`src/verilog/scrmbl_pkg.sv`:
```
`default_nettype none

package scrmbl_pkg;

  //////////////////////////////////////////////////
  // widths and basic types
  //////////////////////////////////////////////////

  parameter int BlockWidth    = 64;
  parameter int KeyWidth      = 128;
  parameter int SelWidth      = 2;
  parameter int RoundIdxWidth = 5;
  // every constant table is padded to the full select range
  parameter int NumTblEntries = 2 ** SelWidth;

  typedef logic [BlockWidth-1:0] block_t;
  typedef logic [KeyWidth-1:0]   key_t;
  typedef logic [SelWidth-1:0]   sel_t;

  typedef enum logic [2:0] {
    CmdEncrypt    = 3'd0,
    CmdLoadShadow = 3'd1,
    CmdDigestInit = 3'd2,
    CmdDigest     = 3'd3,
    CmdFinalize   = 3'd4
  } cmd_e;

  typedef enum logic {
    ModeStandard = 1'b0,
    ModeChained  = 1'b1
  } mode_e;

  typedef struct packed {
    cmd_e   cmd;
    mode_e  mode;
    sel_t   sel;
    block_t data;
  } scrmbl_req_t;

  //////////////////////////////////////////////////
  // datapath steering
  //////////////////////////////////////////////////

  typedef enum logic [1:0] {
    DataIn      = 2'd0,
    DataRound   = 2'd1,
    // round output xored with the digest state (davies-meyer)
    DataRoundFf = 2'd2,
    DataDigest  = 2'd3
  } data_sel_e;

  typedef enum logic [2:0] {
    KeyRound   = 3'd0,
    KeyTable   = 3'd1,
    KeyConst   = 3'd2,
    KeyStd     = 3'd3,
    KeyChained = 3'd4
  } key_sel_e;

  typedef struct packed {
    data_sel_e data_sel;
    key_sel_e  key_sel;
    logic      data_en;
    logic      key_en;
    logic      shadow_load;
    logic      shadow_copy;
    logic      digest_en;
    logic      digest_init;
    logic      last_round;
  } scrmbl_ctrl_t;

  //////////////////////////////////////////////////
  // default constant tables
  //////////////////////////////////////////////////

  typedef key_t   [NumTblEntries-1:0] key_tbl_t;
  typedef block_t [NumTblEntries-1:0] iv_tbl_t;

  // entry 3 first, entry 0 last
  parameter key_tbl_t KeyTblDefault = {
    128'h3ba71c52_e9d04f86_a13c7e25_d8b60f94,
    128'h7f0e9d2c_5b4a3918_2736a5c4_d3e2f100,
    128'h9c4e1a7b_30f58d62_e7b2c049_5da1863f,
    128'h00000000_00000000_00000000_00000000
  };

  parameter key_tbl_t ConstTblDefault = {
    128'hd6f1a803_4c97e25b_18e3b6d0_7a42c95f,
    128'h2b85e0f4_93c61d7a_6e0f5b28_c4d91a37,
    128'hf4a2c816_0b5d73e9_a8c3614f_27e90db5,
    128'h5e3790ab_c8421f6d_93b04ce7_1a65f28d
  };

  parameter iv_tbl_t IvTblDefault = {
    64'he17c2a94_b305d68f,
    64'h4d8b16f0_a9c273e5,
    64'h92f3c70d_1e6a845b,
    64'h0c5e9b31_f7d42a86
  };

endpackage

`default_nettype wire

```
`src/verilog/present_pkg.sv`:
```
`default_nettype none

package present_pkg;

  //////////////////////////////////////////////////
  // present-128 round primitives
  //////////////////////////////////////////////////

  // 4-bit sbox, nibble n of the constant holds S(n)
  parameter logic [63:0] SBox4 = 64'h21748fe3_da09b65c;

  function automatic logic [3:0] sbox4(logic [3:0] x);
    return SBox4[4*x +: 4];
  endfunction

  // substitution layer over all 16 nibbles of a block
  function automatic scrmbl_pkg::block_t sbox_layer(scrmbl_pkg::block_t d);
    scrmbl_pkg::block_t s;
    for (int i = 0; i < scrmbl_pkg::BlockWidth / 4; i++) begin
      s[4*i +: 4] = sbox4(d[4*i +: 4]);
    end
    return s;
  endfunction

  // bit i goes to 16*i mod 63, bit 63 stays put
  function automatic scrmbl_pkg::block_t perm(scrmbl_pkg::block_t d);
    scrmbl_pkg::block_t p;
    for (int i = 0; i < scrmbl_pkg::BlockWidth; i++) begin
      p[(i % 4) * 16 + i / 4] = d[i];
    end
    return p;
  endfunction

  // 128-bit key schedule step
  //   rotate left by 61, two sboxes on the top byte,
  //   round counter folded into bits 66..62
  function automatic scrmbl_pkg::key_t key_update(
    scrmbl_pkg::key_t                     k,
    logic [scrmbl_pkg::RoundIdxWidth-1:0] idx
  );
    scrmbl_pkg::key_t r;
    r            = {k[66:0], k[127:67]};
    r[127:124]   = sbox4(r[127:124]);
    r[123:120]   = sbox4(r[123:120]);
    r[66:62]     = r[66:62] ^ idx;
    return r;
  endfunction

endpackage

`default_nettype wire

```
`src/verilog/scrmbl_ctrl.sv`:
```
`timescale 1ns/1ps
`default_nettype none

module scrmbl_ctrl #(
  parameter int num_rounds = 31
) (
  input  wire                      clk_i,
  input  wire                      rst_ni,
  input  wire scrmbl_pkg::scrmbl_req_t req_i,
  input  wire                      valid_i,
  output logic                     ready_o,
  output logic                     valid_o,
  output scrmbl_pkg::scrmbl_ctrl_t ctrl_o
);

  localparam int CntWidth = $clog2(num_rounds + 1);
  localparam logic [CntWidth-1:0] LastCnt = CntWidth'(num_rounds - 1);

  // idle plus one round state per kind of run
  typedef enum logic [1:0] {
    IdleSt,
    EncSt,
    DigSt
  } state_e;

  state_e              state_d, state_q;
  logic [CntWidth-1:0] cnt_d, cnt_q;
  scrmbl_pkg::mode_e   mode_d, mode_q;
  logic                last_round;
  logic                valid_q;

  assign last_round = (state_q != IdleSt) && (cnt_q == LastCnt);
  assign valid_o    = valid_q;

  //////////////////////////////////////////////////
  // command decode and round sequencing
  //////////////////////////////////////////////////

  always_comb begin
    state_d            = state_q;
    mode_d             = mode_q;
    cnt_d              = '0;
    ready_o            = 1'b0;
    ctrl_o             = '0;
    ctrl_o.last_round  = last_round;

    case (state_q)
      IdleSt: begin
        ready_o = 1'b1;
        if (valid_i) begin
          case (req_i.cmd)
            scrmbl_pkg::CmdEncrypt: begin
              state_d          = EncSt;
              ctrl_o.data_sel  = scrmbl_pkg::DataIn;
              ctrl_o.key_sel   = scrmbl_pkg::KeyTable;
              ctrl_o.data_en   = 1'b1;
              ctrl_o.key_en    = 1'b1;
            end
            scrmbl_pkg::CmdLoadShadow: begin
              // chained mode keeps the last result, standard mode takes data in
              if (mode_q == scrmbl_pkg::ModeChained) begin
                ctrl_o.shadow_copy = 1'b1;
              end else begin
                ctrl_o.shadow_load = 1'b1;
              end
            end
            scrmbl_pkg::CmdDigestInit: begin
              mode_d             = req_i.mode;
              ctrl_o.digest_init = 1'b1;
              ctrl_o.digest_en   = 1'b1;
            end
            scrmbl_pkg::CmdDigest: begin
              state_d          = DigSt;
              ctrl_o.data_sel  = scrmbl_pkg::DataDigest;
              ctrl_o.key_sel   = (mode_q == scrmbl_pkg::ModeChained) ?
                                 scrmbl_pkg::KeyChained : scrmbl_pkg::KeyStd;
              ctrl_o.data_en   = 1'b1;
              ctrl_o.key_en    = 1'b1;
            end
            scrmbl_pkg::CmdFinalize: begin
              // finalization ends the chain
              state_d          = DigSt;
              ctrl_o.data_sel  = scrmbl_pkg::DataDigest;
              ctrl_o.key_sel   = scrmbl_pkg::KeyConst;
              ctrl_o.data_en   = 1'b1;
              ctrl_o.key_en    = 1'b1;
              mode_d           = scrmbl_pkg::ModeStandard;
            end
            default: ;
          endcase
        end
      end
      EncSt, DigSt: begin
        ctrl_o.data_sel = scrmbl_pkg::DataRound;
        ctrl_o.key_sel  = scrmbl_pkg::KeyRound;
        ctrl_o.data_en  = 1'b1;
        ctrl_o.key_en   = 1'b1;
        cnt_d           = cnt_q + 1'b1;
        if (last_round) begin
          state_d = IdleSt;
          cnt_d   = '0;
          // digest runs apply the feed-forward and save the new chain value
          if (state_q == DigSt) begin
            ctrl_o.data_sel  = scrmbl_pkg::DataRoundFf;
            ctrl_o.digest_en = 1'b1;
          end
        end
      end
      default: state_d = IdleSt;
    endcase
  end

  always_ff @(posedge clk_i or negedge rst_ni) begin
    if (!rst_ni) begin
      state_q <= IdleSt;
      cnt_q   <= '0;
      mode_q  <= scrmbl_pkg::ModeStandard;
      valid_q <= 1'b0;
    end else begin
      state_q <= state_d;
      cnt_q   <= cnt_d;
      mode_q  <= mode_d;
      valid_q <= last_round;
    end
  end

  //////////////////////////////////////////////////
  // assertions
  //////////////////////////////////////////////////

  // a round command keeps the port busy for exactly num_rounds cycles
  a_busy_window: assert property (@(posedge clk_i) disable iff (!rst_ni)
    (valid_i && ready_o && (state_d != IdleSt)) |=>
      (!ready_o && !valid_o) [*num_rounds] ##1 (ready_o && valid_o));

  // results come out as single-cycle pulses
  a_valid_pulse: assert property (@(posedge clk_i) disable iff (!rst_ni)
    valid_o |=> !valid_o);

endmodule

`default_nettype wire

```
`src/verilog/scrmbl_data_state.sv`:
```
`timescale 1ns/1ps
`default_nettype none

module scrmbl_data_state #(
  parameter int                  num_digest_sets = 4,
  parameter scrmbl_pkg::iv_tbl_t iv_tbl          = scrmbl_pkg::IvTblDefault
) (
  input  wire                                 clk_i,
  input  wire                                 rst_ni,
  input  wire scrmbl_pkg::scrmbl_ctrl_t       ctrl_i,
  input  wire scrmbl_pkg::sel_t               sel_i,
  input  wire scrmbl_pkg::block_t             data_i,
  input  wire scrmbl_pkg::key_t               round_key_i,
  input  wire [scrmbl_pkg::RoundIdxWidth-1:0] round_idx_i,
  output scrmbl_pkg::block_t                  data_state_o,
  output scrmbl_pkg::block_t                  shadow_o,
  output scrmbl_pkg::block_t                  data_o
);

  localparam int KeyTop = scrmbl_pkg::KeyWidth - 1;
  localparam int BlkW   = scrmbl_pkg::BlockWidth;

  scrmbl_pkg::block_t data_d, data_q;
  scrmbl_pkg::block_t shadow_q;
  scrmbl_pkg::block_t digest_d, digest_q;
  scrmbl_pkg::block_t round_out, round_ff, iv;
  scrmbl_pkg::key_t   next_key;
  logic               valid_q;

  assign data_state_o = data_q;
  assign shadow_o     = shadow_q;

  //////////////////////////////////////////////////
  // one present round per cycle
  //////////////////////////////////////////////////

  // the advanced key only matters for the final whitening xor
  assign next_key = present_pkg::key_update(round_key_i, round_idx_i);

  always_comb begin
    round_out = present_pkg::perm(present_pkg::sbox_layer(
                  data_q ^ round_key_i[KeyTop -: BlkW]));
    if (ctrl_i.last_round) begin
      round_out = round_out ^ next_key[KeyTop -: BlkW];
    end
  end

  // davies-meyer feed-forward
  assign round_ff = round_out ^ digest_q;

  // sets beyond the populated ones read as zero
  assign iv = (sel_i < num_digest_sets) ? iv_tbl[sel_i] : '0;

  always_comb begin
    case (ctrl_i.data_sel)
      scrmbl_pkg::DataIn:      data_d = data_i;
      scrmbl_pkg::DataRound:   data_d = round_out;
      scrmbl_pkg::DataRoundFf: data_d = round_ff;
      scrmbl_pkg::DataDigest:  data_d = digest_q;
      default:                 data_d = data_q;
    endcase
  end

  assign digest_d = ctrl_i.digest_init ? iv : round_ff;

  //////////////////////////////////////////////////
  // registers
  //////////////////////////////////////////////////

  always_ff @(posedge clk_i or negedge rst_ni) begin
    if (!rst_ni) begin
      data_q   <= '0;
      shadow_q <= '0;
      digest_q <= '0;
      valid_q  <= 1'b0;
    end else begin
      valid_q <= ctrl_i.last_round;
      if (ctrl_i.data_en) begin
        data_q <= data_d;
      end
      // copy wins, it only happens in chained mode
      if (ctrl_i.shadow_copy) begin
        shadow_q <= data_q;
      end else if (ctrl_i.shadow_load) begin
        shadow_q <= data_i;
      end
      if (ctrl_i.digest_en) begin
        digest_q <= digest_d;
      end
    end
  end

  // result is visible only in the cycle after the last round
  assign data_o = valid_q ? data_q : '0;

endmodule

`default_nettype wire

```
`src/verilog/scrmbl_key_state.sv`:
```
`timescale 1ns/1ps
`default_nettype none

module scrmbl_key_state #(
  parameter int                   num_keys        = 4,
  parameter int                   num_digest_sets = 4,
  parameter scrmbl_pkg::key_tbl_t key_tbl         = scrmbl_pkg::KeyTblDefault,
  parameter scrmbl_pkg::key_tbl_t const_tbl       = scrmbl_pkg::ConstTblDefault
) (
  input  wire                                  clk_i,
  input  wire                                  rst_ni,
  input  wire scrmbl_pkg::scrmbl_ctrl_t        ctrl_i,
  input  wire scrmbl_pkg::sel_t                sel_i,
  input  wire scrmbl_pkg::block_t              data_i,
  input  wire scrmbl_pkg::block_t              data_state_i,
  input  wire scrmbl_pkg::block_t              shadow_i,
  output scrmbl_pkg::key_t                     round_key_o,
  output logic [scrmbl_pkg::RoundIdxWidth-1:0] round_idx_o
);

  scrmbl_pkg::key_t                     key_d, key_q;
  logic [scrmbl_pkg::RoundIdxWidth-1:0] idx_d, idx_q;

  assign round_key_o = key_q;
  assign round_idx_o = idx_q;

  //////////////////////////////////////////////////
  // key source select
  //////////////////////////////////////////////////

  always_comb begin
    case (ctrl_i.key_sel)
      scrmbl_pkg::KeyRound:   key_d = present_pkg::key_update(key_q, idx_q);
      scrmbl_pkg::KeyTable:   key_d = key_tbl[sel_i];
      scrmbl_pkg::KeyConst:   key_d = const_tbl[sel_i];
      // message block is the data input on top of the shadow
      scrmbl_pkg::KeyStd:     key_d = {data_i, shadow_i};
      // two previous results form the message block
      scrmbl_pkg::KeyChained: key_d = {data_state_i, shadow_i};
      default:                key_d = key_q;
    endcase
  end

  // round counter restarts at 1 on every fresh key
  assign idx_d = (ctrl_i.key_sel == scrmbl_pkg::KeyRound) ? idx_q + 1'b1 :
                 scrmbl_pkg::RoundIdxWidth'(1);

  always_ff @(posedge clk_i or negedge rst_ni) begin
    if (!rst_ni) begin
      key_q <= '0;
      idx_q <= '0;
    end else if (ctrl_i.key_en) begin
      key_q <= key_d;
      idx_q <= idx_d;
    end
  end

  // request select must address a populated table entry
  a_key_sel: assert property (@(posedge clk_i) disable iff (!rst_ni)
    (ctrl_i.key_en && ctrl_i.key_sel == scrmbl_pkg::KeyTable) |-> (sel_i < num_keys));

  a_const_sel: assert property (@(posedge clk_i) disable iff (!rst_ni)
    (ctrl_i.key_en && ctrl_i.key_sel == scrmbl_pkg::KeyConst) |-> (sel_i < num_digest_sets));

endmodule

`default_nettype wire

```
`src/verilog/scrmbl_top.sv`:
```
`timescale 1ns/1ps
`default_nettype none

module scrmbl_top #(
  parameter int                   num_rounds      = 31,
  parameter int                   num_keys        = 4,
  parameter int                   num_digest_sets = 4,
  parameter scrmbl_pkg::key_tbl_t key_tbl         = scrmbl_pkg::KeyTblDefault,
  parameter scrmbl_pkg::key_tbl_t const_tbl       = scrmbl_pkg::ConstTblDefault,
  parameter scrmbl_pkg::iv_tbl_t  iv_tbl          = scrmbl_pkg::IvTblDefault
) (
  input  wire                          clk_i,
  input  wire                          rst_ni,
  input  wire scrmbl_pkg::scrmbl_req_t req_i,
  input  wire                          valid_i,
  output logic                         ready_o,
  output logic                         valid_o,
  output scrmbl_pkg::block_t           data_o
);

  scrmbl_pkg::scrmbl_ctrl_t             ctrl;
  scrmbl_pkg::key_t                     round_key;
  logic [scrmbl_pkg::RoundIdxWidth-1:0] round_idx;
  scrmbl_pkg::block_t                   data_state;
  scrmbl_pkg::block_t                   shadow;

  //////////////////////////////////////////////////
  // control
  //////////////////////////////////////////////////

  scrmbl_ctrl #(
    .num_rounds (num_rounds)
  ) u_scrmbl_ctrl (
    .clk_i   (clk_i),
    .rst_ni  (rst_ni),
    .req_i   (req_i),
    .valid_i (valid_i),
    .ready_o (ready_o),
    .valid_o (valid_o),
    .ctrl_o  (ctrl)
  );

  //////////////////////////////////////////////////
  // datapath
  //////////////////////////////////////////////////

  scrmbl_key_state #(
    .num_keys        (num_keys),
    .num_digest_sets (num_digest_sets),
    .key_tbl         (key_tbl),
    .const_tbl       (const_tbl)
  ) u_scrmbl_key_state (
    .clk_i        (clk_i),
    .rst_ni       (rst_ni),
    .ctrl_i       (ctrl),
    .sel_i        (req_i.sel),
    .data_i       (req_i.data),
    .data_state_i (data_state),
    .shadow_i     (shadow),
    .round_key_o  (round_key),
    .round_idx_o  (round_idx)
  );

  scrmbl_data_state #(
    .num_digest_sets (num_digest_sets),
    .iv_tbl          (iv_tbl)
  ) u_scrmbl_data_state (
    .clk_i        (clk_i),
    .rst_ni       (rst_ni),
    .ctrl_i       (ctrl),
    .sel_i        (req_i.sel),
    .data_i       (req_i.data),
    .round_key_i  (round_key),
    .round_idx_i  (round_idx),
    .data_state_o (data_state),
    .shadow_o     (shadow),
    .data_o       (data_o)
  );

endmodule

`default_nettype wire
```
`config.mk`:
```
export PLATFORM = sky130hd
export DESIGN_NAME = scrmbl_top
export DESIGN_NICKNAME = d
export VERILOG_FILES = /design/src/verilog/scrmbl_pkg.sv /design/src/verilog/present_pkg.sv /design/src/verilog/scrmbl_ctrl.sv /design/src/verilog/scrmbl_data_state.sv /design/src/verilog/scrmbl_key_state.sv /design/src/verilog/scrmbl_top.sv
export SDC_FILE = /design/constraint.sdc
export NUM_CORES = 1
export LEC_CHECK = 0
export BUFFER_PORTS_ARGS = -buffer_cell sky130_fd_sc_hd__buf_4
export CAP_MARGIN = 30
export CORE_AREA = 2 2 218 220
export CTS_CLUSTER_DIAMETER = 150
export DETAILED_ROUTE_END_ITERATION = 8
export DIE_AREA = 0 0 220 222
export PLACE_DENSITY_LB_ADDON = 0.25
export SLEW_MARGIN = 20
export SYNTH_ARGS = -nofsm -noshare
export SYNTH_HDL_FRONTEND = slang
export SYNTH_SLANG_ARGS = --single-unit
```
`constraint.sdc`:
```
create_clock -name clk_i -period 3.3 [get_ports clk_i]
set_clock_uncertainty 0.05 [all_clocks]
set_input_delay 0.33 -clock clk_i [delete_from_list [all_inputs] [get_ports clk_i]]
set_output_delay 0.33 -clock clk_i [all_outputs]
set_load 0.005 [all_outputs]
```
==> impl_metrics.py <==
metrics = {
    "run_status": {
        "status": "complete, but fails checks",
        "violations": "hold timing",
    },
    "timing": {
        "fin_crit_ns": 3.07,
        "fin_tns_setup_ns": 0,
        "period_share_pct": 93.0,
        "finalMaxSlewViolations": 0,
        "max_slew_margin_pct": 36.0,
        "worst_slack_ns": 0.231,
        "tightest_slew_ns": 0.958,
        "finalSetupViolCount": 0,
        "max_freq_mhz": 326,
        "timing.hold.ws_ns": -0.00427,
        "hold_violations": 1,
        "rsz0062_at_grt": "false",
    },
    "worst_setup_path": {
        "path_cells": "xnor2_1, inv_1, ha_1, mux2i_1, a21oi_1, xor2_1, mux2_2, a21oi_1",
        "slowest_delay_ns": 0.52,
        "crit_arrival_ns": 3.52,
        "crit_path_end_kind": "flop",
        "cpMaxStageDelayCell": "xnor2_1",
        "crit_type": "reg2reg",
        "cp-start-kind": "flop",
        "cp_max_fo": 5,
        "path_common_cell": "a21oi_1",
        "critical_path_required_ns": 3.76,
    },
    "synthesis": {
        "yosys.area.top_type": "dfrtp_1",
        "ys.warnings.count": 0,
        "synth_seq_cells": 334,
        "synth_edf_count": 0,
        "netlist_area_um2": 22600,
        "synthTopCellsByCount": "339 x nand2_1, 334 x dfrtp_1, 330 x o21ai_0",
        "synth_area_leaders": "dfrtp_1 37%, o21ai_0 7.3%, ha_1 5.8%",
        "syn_inst": 2552,
        "async_reset_ff_share_pct": 100,
        "syn_nets": 2730,
        "yosysMostFrequentCell": "nand2_1",
        "yosys.area.top_type_share_pct": 37.1,
        "synthFlopType": "dfrtp_1",
        "synth_area_per_cell_um2": 8.84,
        "yosysSeqAreaShare_pct": 37.1,
        "yosysUniqueCellTypes": 79,
    },
    "finish": {
        "nets": 2851,
        "seq_area_um2": 8360,
        "syn_to_final_growth_pct": 15.8,
        "drive_above_1_share_pct": 15.9,
        "fillCellCount": 4226,
        "stdcell_count": 3314,
        "multi_input_area_um2": 13100,
        "design_area_um2": 26100,
        "utilization_pct": 56.4,
    },
    "place": {
        "placed_cells": 3233,
        "io_buffers": 138,
        "dp_hpwl_um": 71500,
        "dpl_cell_area_um2": 24700,
        "pre_cts_ws_ns": 0.130,
        "place_congestion": 1.03,
    },
    "global_routing": {
        "grtUsageTotal_pct": 40.8,
        "grt_pass1_vias": 21000,
        "grt_max_degree": 77,
        "antenna_found_initial": 8,
        "grt_remaining_overflow": 0,
        "grt_first_pass_wirelength_um": 144000,
    },
    "route": {
        "num_vias": 22000,
        "drt_iter0_drc": 3486,
        "vias_per_cell": 6.63,
        "drcViolationCount": 0,
        "wl_um": 100000,
        "ant_nets": 0,
        "wl_per_cell_um": 30.2,
        "firstDrtPassIters": 7,
    },
    "pwr": {
        "seq_power_share_pct": 25.3,
        "switchingPower_mw": 16.9,
        "netSwitchingFraction_pct": 49.8,
        "cellPowerDensity_nw_per_um2": 1300,
        "pwr-share-clk_pct": 13.8,
        "p_leak_nw": 11.5,
        "combPwrFrac_pct": 60.9,
        "ir_worst_vdd_uv": 585,
        "finalPower_mw": 33.9,
        "p_int_mw": 17.0,
    },
    "floorplanning": {
        "die_height_um": 222,
        "core_um2": 46300,
        "dieArea_um2": 48800,
        "start_util_pct": 48.8,
        "row_count": 79,
        "die-width_um": 220,
        "ios": 139,
    },
    "clocking": {
        "clock_latency_ns": 0.59,
        "cts_setup_buffers": 0,
        "cts-htree-levels": 2,
        "clock-root-buffer": "clkbuf_16",
        "clockBufferDepth": 3,
        "cts_buffers": 39,
        "clkTransAtPathRegs_ns": 0.06,
        "cts_tree": "built",
        "cts.sinks": 334,
    },
    "job": {
        "cap_violations": 0,
    },
    "min_path": {
        "min_path_type": "in2reg",
    },
}
-- power by group through the flow --
stage / registers (mW) / logic, mW / clock network [mW]
finish: 8.57 / 20.6 / 4.68
global route: 8.66 / 21.8 / 4.86
CTS: 8.39 / 20.0 / 4.67
detailed placement: 8.44 / 19.9 / 0
global placement: 8.38 / 19.3 / 0
floorplan: 7.34 / 13.6 / 0
-- metal layers --
| metal | GRT usage (%) | vias up | part of all wire, % | wire length, µm |
|---|---|---|---|---|
| met3 | 13.6 | 379 | 13 | 12900 |
| met5 | 0 | - | 0.062 | 62 |
| met1 | 52.8 | 10700 | 37 | 37300 |
| met2 | 58.4 | 1571 | 42 | 42400 |
| li1 | - | 9294 | - | - |
| met4 | 25.4 | 8 | 7.2 | 7250 |
-- sequential cells by signal (all words and copies together) (netlist names) --
name	count
u_scrmbl_data_state.data_state_o	64
u_scrmbl_ctrl.mode_q	1
u_scrmbl_key_state.round_idx_o	5
u_scrmbl_ctrl.state_q	2
u_scrmbl_data_state.valid_q	1
u_scrmbl_data_state.shadow_o	64
u_scrmbl_key_state.round_key_o	128
u_scrmbl_ctrl.cnt_q	5
u_scrmbl_data_state.digest_q	64
-- path summary, 6_finish.rpt --
path,endpoint,startpoint,slack [ns],depth (start not counted)
hold / removal,u_scrmbl_data_state.data_state_o[18]$_DFFE_PN0P_,req_i[18],-0.004,3
setup reg to reg,u_scrmbl_data_state.data_state_o[53]$_DFFE_PN0P_,u_scrmbl_data_state.data_state_o[20]$_DFFE_PN0P_,0.23,8
hold reg to reg,u_scrmbl_data_state.shadow_o[17]$_DFFE_PN0P_,u_scrmbl_data_state.shadow_o[17]$_DFFE_PN0P_,0.44,2
setup / recovery,u_scrmbl_data_state.data_state_o[53]$_DFFE_PN0P_,u_scrmbl_data_state.data_state_o[20]$_DFFE_PN0P_,0.23,8
max in group asynchronous,u_scrmbl_data_state.shadow_o[43]$_DFFE_PN0P_,rst_ni,1.92,3
min in group asynchronous,u_scrmbl_data_state.digest_q[39]$_DFFE_PN0P_,rst_ni,0.31,2
-- worst max-delay path: cells and delay by family, from the launching register on --
family,cells,cell delay (ns)
buffers and inverters,1,0.18
XOR/XNOR,2,0.93
multiplexers,2,0.48
AO/OA/AOI/OAI,2,0.53
adder cells (fa/ha/maj),1,0.37
flip-flops,1,0.45
-- cell type report --
class,instances,share of cell area [%]
antenna,6,0.0575
clock inverter,13,0.772
sequential,334,32.0
timing repair buffer,258,8.42
tap,607,2.91
multi-input combinational,1956,50.3
inverter,84,1.22
clock buffer,56,4.29
-- cells in the final DEF, fill, tap and decap left out, drive strengths merged, types with 85 or more instances in the layout --
cell type    n
a21oi      128
inv         85
nand2      340
o22ai       85
nor2       222
mux2i      103
o21ai      336
dfrtp      334
xnor2       88
ha         105
buf        252
-- kinds of logic after synthesis --
group | synth area share (%)
multiplexers | 10.6
XOR/XNOR | 6.55
AND/OR/NAND/NOR | 14.5
buffers and inverters | 4.99
AO/OA/AOI/OAI | 20.5
flip-flops | 37.1
adder cells (fa/ha/maj) | 5.83
-- repair_timing --
action	CTS	global route
gates resized for setup	0	1
endpoints found under the hold margin	74	0
hold buffers	6	0
endpoints found under the setup margin	0	2
No activity file was read; power rests on OpenSTA's default activity.
